--- src/hw/mipsCtrlPkg.sv ---
// datapath control types for the single-cycle core
// control word from the decoder, ALU operation and ALU class
`default_nettype none

package mipsCtrlPkg;

  // ==========================================================================
  // ALU
  // ==========================================================================
  typedef enum logic [2:0] {
    aluAdd,
    aluSub,
    aluAnd,
    aluOr,
    aluSlt
  } aluOpE;

  // coarse class from the opcode, refined by funct for R-type
  typedef enum logic [1:0] {
    clsMem,
    clsBranch,
    clsRType
  } aluClassE;

  // ==========================================================================
  // main control word
  // ==========================================================================
  typedef struct packed {
    // rd instead of rt as destination
    logic regDst;
    // sign-extended immediate as ALU operand b
    logic aluSrc;
    logic memToReg;
    logic regWrite;
    logic memRead;
    logic memWrite;
    logic branch;
    logic jump;
    // jal, write link address into r31
    logic link;
    logic valid;
  } ctrlWord;

endpackage

`default_nettype wire

--- src/hw/mipsIsaPkg.sv ---
// MIPS32 subset instruction set definitions
// opcode and funct codes, plus the R/I/J views of one instruction word
`default_nettype none

package mipsIsaPkg;

  // ==========================================================================
  // opcode field values
  // ==========================================================================
  localparam logic [5:0] opRType = 6'b000000;
  localparam logic [5:0] opLw    = 6'b100011;
  localparam logic [5:0] opSw    = 6'b101011;
  localparam logic [5:0] opBeq   = 6'b000100;
  localparam logic [5:0] opJ     = 6'b000010;
  localparam logic [5:0] opJal   = 6'b000011;

  // funct field values, R-type only
  localparam logic [5:0] fnAdd = 6'b100000;
  localparam logic [5:0] fnSub = 6'b100010;
  localparam logic [5:0] fnAnd = 6'b100100;
  localparam logic [5:0] fnOr  = 6'b100101;
  localparam logic [5:0] fnSlt = 6'b101010;

  // jal destination
  localparam logic [4:0] linkReg = 5'd31;

  // ==========================================================================
  // instruction word views
  // ==========================================================================
  typedef struct packed {
    logic [5:0] opcode;
    logic [4:0] rs;
    logic [4:0] rt;
    logic [4:0] rd;
    logic [4:0] shamt;
    logic [5:0] funct;
  } rTypeFields;

  typedef struct packed {
    logic [5:0]  opcode;
    logic [4:0]  rs;
    logic [4:0]  rt;
    logic [15:0] imm;
  } iTypeFields;

  typedef struct packed {
    logic [5:0]  opcode;
    logic [25:0] target;
  } jTypeFields;

  // same 32 bits, read three ways
  typedef union packed {
    rTypeFields rType;
    iTypeFields iType;
    jTypeFields jType;
  } instrWord;

endpackage

`default_nettype wire
--- src/hw/singleCycleMips.sv ---
// single-cycle MIPS32 subset core, top level
// instruction ROM port, data SRAM port with active-low cen and wen
`timescale 1ns/1ps
`default_nettype none

module singleCycleMips
  import mipsIsaPkg::*;
  import mipsCtrlPkg::*;
#(
  parameter logic [31:0] resetPc       = 32'd0,
  parameter int          dataAddrWidth = 7
) (
  input  logic                     clk,
  input  logic                     rst,
  input  instrWord                 ir,
  input  logic [31:0]              readDataMem,
  output logic [31:0]              irAddr,
  output logic [31:0]              rfWriteData,
  output logic                     cen,
  output logic                     wen,
  output logic [dataAddrWidth-1:0] addr,
  output logic [31:0]              writeData
);

  ctrlWord     ctrl;
  aluOpE       aluOp;
  logic [31:0] rdData1;
  logic [31:0] rdData2;
  logic [31:0] immExt;
  logic [31:0] aluB;
  logic [31:0] aluResult;
  logic        aluZero;
  logic [31:0] linkAddr;
  logic [4:0]  wrDest;
  logic        rfWe;

  // ==========================================================================
  // decode and operands
  // ==========================================================================
  instrDecoder uDecoder (
    .instr (ir),
    .ctrl  (ctrl),
    .aluOp (aluOp)
  );

  assign immExt = {{16{ir.iType.imm[15]}}, ir.iType.imm};
  assign aluB   = ctrl.aluSrc ? immExt : rdData2;

  // held off in reset
  assign rfWe = rst && ctrl.valid && ctrl.regWrite;

  // jal forces r31
  assign wrDest = ctrl.link   ? linkReg :
                  ctrl.regDst ? ir.rType.rd : ir.rType.rt;

  registerFile uRegFile (
    .clk     (clk),
    .rst     (rst),
    .we      (rfWe),
    .rdAddr1 (ir.rType.rs),
    .rdAddr2 (ir.rType.rt),
    .wrAddr  (wrDest),
    .wrData  (rfWriteData),
    .rdData1 (rdData1),
    .rdData2 (rdData2)
  );

  alu uAlu (
    .a      (rdData1),
    .b      (aluB),
    .op     (aluOp),
    .result (aluResult),
    .zero   (aluZero)
  );

  pcUnit #(
    .resetPc (resetPc)
  ) uPc (
    .clk      (clk),
    .rst      (rst),
    .branch   (ctrl.branch),
    .jump     (ctrl.jump),
    .zero     (aluZero),
    .imm      (ir.iType.imm),
    .target   (ir.jType.target),
    .pc       (irAddr),
    .linkAddr (linkAddr)
  );

  // ==========================================================================
  // writeback and data SRAM
  // ==========================================================================
  // link, then load data, then ALU
  assign rfWriteData = ctrl.link     ? linkAddr    :
                       ctrl.memToReg ? readDataMem : aluResult;

  // strobes idle high while in reset
  assign cen = !rst || !(ctrl.memRead || ctrl.memWrite);
  assign wen = !rst || !ctrl.memWrite;

  // word address from byte address
  assign addr      = aluResult[dataAddrWidth+1:2];
  assign writeData = rdData2;

endmodule

`default_nettype wire

--- src/hw/pcUnit.sv ---
// program counter with sequential, branch and jump next-PC
// also gives pc + 8 for jal
`timescale 1ns/1ps
`default_nettype none

module pcUnit #(
  parameter logic [31:0] resetPc = 32'd0
) (
  input  logic        clk,
  input  logic        rst,
  input  logic        branch,
  input  logic        jump,
  input  logic        zero,
  input  logic [15:0] imm,
  input  logic [25:0] target,
  output logic [31:0] pc,
  output logic [31:0] linkAddr
);

  logic [31:0] pcPlus4;
  logic [31:0] branchOffset;
  logic [31:0] branchAddr;
  logic [31:0] jumpAddr;
  logic [31:0] nextPc;

  assign pcPlus4 = pc + 32'd4;

  // sign-extended word offset, in bytes
  assign branchOffset = {{14{imm[15]}}, imm, 2'b00};
  assign branchAddr   = pcPlus4 + branchOffset;

  // region bits from pc + 4
  assign jumpAddr = {pcPlus4[31:28], target, 2'b00};

  // jump wins, then taken beq, else fall through
  always_comb begin
    if (jump) begin
      nextPc = jumpAddr;
    end else if (branch && zero) begin
      nextPc = branchAddr;
    end else begin
      nextPc = pcPlus4;
    end
  end

  always_ff @(posedge clk or negedge rst) begin
    if (!rst) begin
      pc <= resetPc;
    end else begin
      pc <= nextPc;
    end
  end

  // no delay slot, but the link value keeps the MIPS pc + 8 rule
  assign linkAddr = pc + 32'd8;

endmodule

`default_nettype wire

--- src/hw/registerFile.sv ---
// 32 x 32 register file, r0 hardwired to zero
// two combinational read ports, one clocked write port
`timescale 1ns/1ps
`default_nettype none

module registerFile (
  input  logic        clk,
  input  logic        rst,
  input  logic        we,
  input  logic [4:0]  rdAddr1,
  input  logic [4:0]  rdAddr2,
  input  logic [4:0]  wrAddr,
  input  logic [31:0] wrData,
  output logic [31:0] rdData1,
  output logic [31:0] rdData2
);

  // no storage behind r0
  logic [31:0] regs [1:31];

  always_ff @(posedge clk or negedge rst) begin
    if (!rst) begin
      for (int i = 1; i < 32; i++) begin
        regs[i] <= '0;
      end
    end else if (we && wrAddr != 5'd0) begin
      regs[wrAddr] <= wrData;
    end
  end

  // ==========================================================================
  // read ports
  // ==========================================================================
  // r0 reads zero, writes to it are dropped above
  assign rdData1 = (rdAddr1 == 5'd0) ? 32'd0 : regs[rdAddr1];
  assign rdData2 = (rdAddr2 == 5'd0) ? 32'd0 : regs[rdAddr2];

endmodule

`default_nettype wire

--- src/hw/alu.sv ---
// 32-bit ALU: add, sub, and, or, unsigned slt
// zero flag raised for any all-zero result
`timescale 1ns/1ps
`default_nettype none

module alu
  import mipsCtrlPkg::*;
(
  input  logic [31:0] a,
  input  logic [31:0] b,
  input  aluOpE       op,
  output logic [31:0] result,
  output logic        zero
);

  always_comb begin
    case (op)
      aluAdd: result = a + b;
      aluSub: result = a - b;
      aluAnd: result = a & b;
      aluOr:  result = a | b;
      // unsigned compare, one in bit 0
      aluSlt: result = {31'd0, (a < b)};
      default: result = a + b;
    endcase
  end

  // beq qualification happens in pcUnit
  assign zero = (result == 32'd0);

endmodule

`default_nettype wire

--- src/hw/instrDecoder.sv ---
// main control decode and ALU operation decode
// opcode gives the control word and ALU class, funct refines R-type
`timescale 1ns/1ps
`default_nettype none

module instrDecoder
  import mipsIsaPkg::*;
  import mipsCtrlPkg::*;
(
  input  instrWord instr,
  output ctrlWord  ctrl,
  output aluOpE    aluOp
);

  ctrlWord  mainCtrl;
  aluClassE aluClass;
  logic     functOk;

  // ==========================================================================
  // opcode decode
  // ==========================================================================
  always_comb begin
    mainCtrl = '0;
    aluClass = clsMem;
    case (instr.rType.opcode)
      opRType: begin
        mainCtrl.regDst   = 1'b1;
        mainCtrl.regWrite = 1'b1;
        mainCtrl.valid    = 1'b1;
        aluClass          = clsRType;
      end
      opLw: begin
        mainCtrl.aluSrc   = 1'b1;
        mainCtrl.memToReg = 1'b1;
        mainCtrl.regWrite = 1'b1;
        mainCtrl.memRead  = 1'b1;
        mainCtrl.valid    = 1'b1;
      end
      opSw: begin
        mainCtrl.aluSrc   = 1'b1;
        mainCtrl.memWrite = 1'b1;
        mainCtrl.valid    = 1'b1;
      end
      opBeq: begin
        // compare by subtraction
        mainCtrl.branch = 1'b1;
        mainCtrl.valid  = 1'b1;
        aluClass        = clsBranch;
      end
      opJ: begin
        mainCtrl.jump  = 1'b1;
        mainCtrl.valid = 1'b1;
      end
      opJal: begin
        mainCtrl.jump     = 1'b1;
        mainCtrl.link     = 1'b1;
        mainCtrl.regWrite = 1'b1;
        mainCtrl.valid    = 1'b1;
      end
      // anything else stays all-zero, a no-op
      default: begin
        mainCtrl = '0;
      end
    endcase
  end

  // ==========================================================================
  // ALU operation from class and funct
  // ==========================================================================
  always_comb begin
    aluOp   = aluAdd;
    functOk = 1'b1;
    case (aluClass)
      clsBranch: aluOp = aluSub;
      clsRType: begin
        case (instr.rType.funct)
          fnAdd:   aluOp = aluAdd;
          fnSub:   aluOp = aluSub;
          fnAnd:   aluOp = aluAnd;
          fnOr:    aluOp = aluOr;
          fnSlt:   aluOp = aluSlt;
          default: functOk = 1'b0;
        endcase
      end
      // lw, sw address add; j and jal don't care
      default: aluOp = aluAdd;
    endcase
  end

  // unknown funct turns the R-type into a no-op
  assign ctrl = (aluClass == clsRType && !functOk) ? ctrlWord'('0) : mainCtrl;

endmodule

`default_nettype wire

--- config.mk ---
export PLATFORM = sky130hd
export DESIGN_NAME = singleCycleMips
export DESIGN_NICKNAME = d
export VERILOG_FILES = /design/src/hw/mipsCtrlPkg.sv /design/src/hw/mipsIsaPkg.sv /design/src/hw/singleCycleMips.sv /design/src/hw/pcUnit.sv /design/src/hw/registerFile.sv /design/src/hw/alu.sv /design/src/hw/instrDecoder.sv
export SDC_FILE = /design/constraint.sdc
export NUM_CORES = 2
export LEC_CHECK = 0
export ABC_AREA = 1
export BUFFER_PORTS_ARGS = -buffer_cell sky130_fd_sc_hd__buf_2
export CAP_MARGIN = 10
export CORE_MARGIN = 2
export CORE_UTILIZATION = 30
export CTS_CLUSTER_SIZE = 14
export DETAILED_ROUTE_END_ITERATION = 8
export PLACE_DENSITY = 0.42
export SLEW_MARGIN = 20
export SYNTH_ARGS = -nofsm -noshare
export SYNTH_HDL_FRONTEND = slang
export SYNTH_HIERARCHICAL = 1
export SYNTH_SLANG_ARGS = --single-unit
--- constraint.sdc ---
create_clock -name clk -period 6.5 [get_ports clk]
set_input_delay 0.975 -clock clk [delete_from_list [all_inputs] [get_ports clk]]
set_output_delay 0.975 -clock clk [all_outputs]
set_load 0.05 [all_outputs]
==> metrics.yaml <==
dieArea_sq_um: 244500
grt_use_total_pct: 30.68
hpwl_um: 263400
cpMostUsedCell: "nand3_1"
grt_pass1_vias: 74790
placedCellCount: 15310
clock_path_buffers: 3
synth.distinct_cells: 55
cts_made_buffers: 136
yosys.area_share.simple_pct: 41.81
yosys_warnings: 6
drive_above_1_share_pct: 12.48
syn_area_sq_um: 72170
clock_sinks: 1022
synthFlopType: "dfrtp_1"
ys_async_sr_fraction_pct: 100.0
required_ns: 5.52
avgSynthCellArea_sq_um: 6.091
yosysSeqAreaShare_pct: 35.44
preCtsSetupSlack_ns: -0.2915
p_sw_share_pct: 38.86
start_util_pct: 30.09
via_per_inst: 5.060
cts_max_level: 4
wl_met1_um: 171100
placed_cell_area_sq_um: 83340
clk_pin_slew_worst_paths_ns: 0.06
tightest_slew_ns: 1.120
grt_max_degree: 142
slowest_stage: "ha_2"
slew_headroom_pct: 25.33
final_cell_area_sq_um: 88420
synth_xor_area_share_pct: 0.6432
ir_drop_mv: 0.2510
setup_slack_ns: 0.1039
fin_cells: 15570
core_area_sq_um: 239900
area_growth_syn_to_layout_pct: 22.51
postCtsHoldBufs: 0
hold_violations: 0
row_count: 180
grt.overflow.total: 0
power_switching_mw: 8.361
portBuffers: 168
min_period_ns: 6.396
grt_pass1_wl_um: 547400
final_common_cell: "nand2_1"
synth_adder_area_share_pct: 2.441
setup_viol: 0
synth_top_area_share_pct: 35.44
hold_class: "in -> reg"
io_pins: 171
wl_met3_um: 26680
drt_iter0_markers: 8578
wire_per_inst_um: 24.58
insertion_delay_ns: 0.83
crit_type: "in -> out"
cts_root_buffer: "clkbuf_16"
synth_area_leader_cell: "dfrtp_1"
die_w_um: 494.5
crit_path_max_fanout: 24
most-common-layout-cells: "nand2_1 (5429), inv_1 (1497), nand3_1 (1356)"
place.gp.congestion: 0.9333
skew_ns: 0.04206
crit_arrival_ns: 5.42
critPathMaxStageDelay_ns: 0.38
intPower_mw: 13.15
synthCells: 11850
p_seq_share_pct: 30.7
synth-seq-cells: 1022
synthMuxAreaShare_pct: 0
route.met2.wl_um: 166600
cts_tree: "built"
yosys-top-cells-area: "dfrtp_1 (35%), nand2_1 (29%), nand3_1 (9.5%)"
period_share_pct: 98.40
p_comb_share_pct: 34.0
setup_tns_ns: 0
clkPwrFrac_pct: 35.4
wl_um: 382700
outcome: "completed"
synth_edf_count: 0
top_layer_used: "met4"
antenna_found_initial: 16
whs_ns: 0.4642
postLayoutCoreUtil_pct: 36.86
die_h_um: 494.5
drc: 0
postRouteAntennaNets: 0
power.total_mw: 21.52
num_vias: 78780
critPathCaptureType: "primary output"
power.leakage_nw: 46.10
synth_compound_area_share_pct: 7.304
cp-start-kind: "input pin"
final_max_slew_viol_count: 0
firstDrtPassIters: 6
cap_violations: 0
synth_top_family_by_area: "simple AND/OR/NAND/NOR gates"
cellPowerDensity_nw_per_um2: 243.3
max_freq_ghz: 0.1563
final_nets: 12480
timing repair:
| item | CTS | global route |
|---|---|---|
| pin swaps | 0 | 7 |
| gates cloned | 0 | 6 |
| gates resized for setup | 22 | 118 |
| endpoints found under the setup margin | 12 | 28 |
| setup buffers | 0 | 5 |
power by group through the flow:
stage	registers, mW	clock network, mW	logic, mW
floorplan	6.83	0	3.25
global placement	6.71	0	7.15
detailed placement	6.71	0	7.13
CTS	6.60	7.77	7.16
global route	6.60	8.02	7.78
finish	6.60	7.61	7.31
cells by family (layout without fill, tap and decap cells):
logic type / after synthesis / in the layout
other cells: 1 / 10
flops: 1022 / 1022
xor+xnor: 53 / 53
fa+ha+maj: 139 / 139
buf+inv: 2253 / 2779
simple gates: 7357 / 7358
compound gates: 1024 / 1024
Yosys cell counts, types with 5 or more instances:
| master | number |
|---|---|
| xnor2_1 | 8 |
| buf_6 | 24 |
| nand3_2 | 19 |
| a21oi_1 | 302 |
| nor2_2 | 43 |
| inv_1 | 1501 |
| buf_1 | 62 |
| ha_1 | 136 |
| buf_2 | 156 |
| o21ai_0 | 664 |
| clkbuf_1 | 453 |
| o211ai_1 | 5 |
| dfrtp_1 | 1022 |
| nand3_1 | 1372 |
| nand2_1 | 5494 |
| or2_2 | 6 |
| xor2_1 | 45 |
| nor3_2 | 6 |
| nand2_2 | 36 |
| nand3b_1 | 6 |
| nor2_1 | 265 |
| o21bai_1 | 12 |
| inv_2 | 29 |
| nand4_1 | 34 |
| a31oi_1 | 9 |
| nand2_4 | 6 |
| buf_4 | 22 |
| nor2_4 | 18 |
| o21ai_2 | 11 |
| and2_1 | 12 |
| nor3_1 | 23 |
| o22ai_1 | 5 |
worst max-delay path, delay by kind of cell:
kind            cells  cell delay [ns]
simple gates       14             1.89
buf+inv            12             1.75
fa+ha+maj           1             0.38
compound gates      3             0.34
area by class of cell:
class	count	area [sq um]
diodes	6	15.01
flip-flops and latches	1022	25570
fillers	26120	151400
repair buffers	1004	10220
well taps	3185	3985
clock buffers	205	4025
inverters	1534	5808
multi-input cells	8578	38410
clock inverters	36	379.1
per-layer routing:
metal,vias up,track usage (%)
li1,37120,-
met1,37820,42.76
met2,3194,47.54
met3,643,4.013
met4,0,12.86
met5,-,0
worst paths after layout:
| path | start | to | slack [ns] | cells past startpoint |
|---|---|---|---|---|
| min in group asynchronous | rst | uRegFile/regs[397] | 0.51 | 2 |
| min | ir[10] | uPc/pc[12] | 0.46 | 3 |
| max | ir[16] | rfWriteData[10] | 0.10 | 30 |
| max reg2reg | uRegFile/regs[748] | uPc/pc[26] | 1.28 | 34 |
| max in group asynchronous | rst | uRegFile/regs[775] | 3.68 | 4 |
| min reg2reg | uRegFile/regs[640] | uRegFile/regs[640] | 0.47 | 2 |
state kept, by name (all words and copies together), names as in the netlist:
| name | cells |
|---|---|
| uPc/pc | 30 |
| uRegFile/regs | 992 |
(Power assumes the default switching activity.)
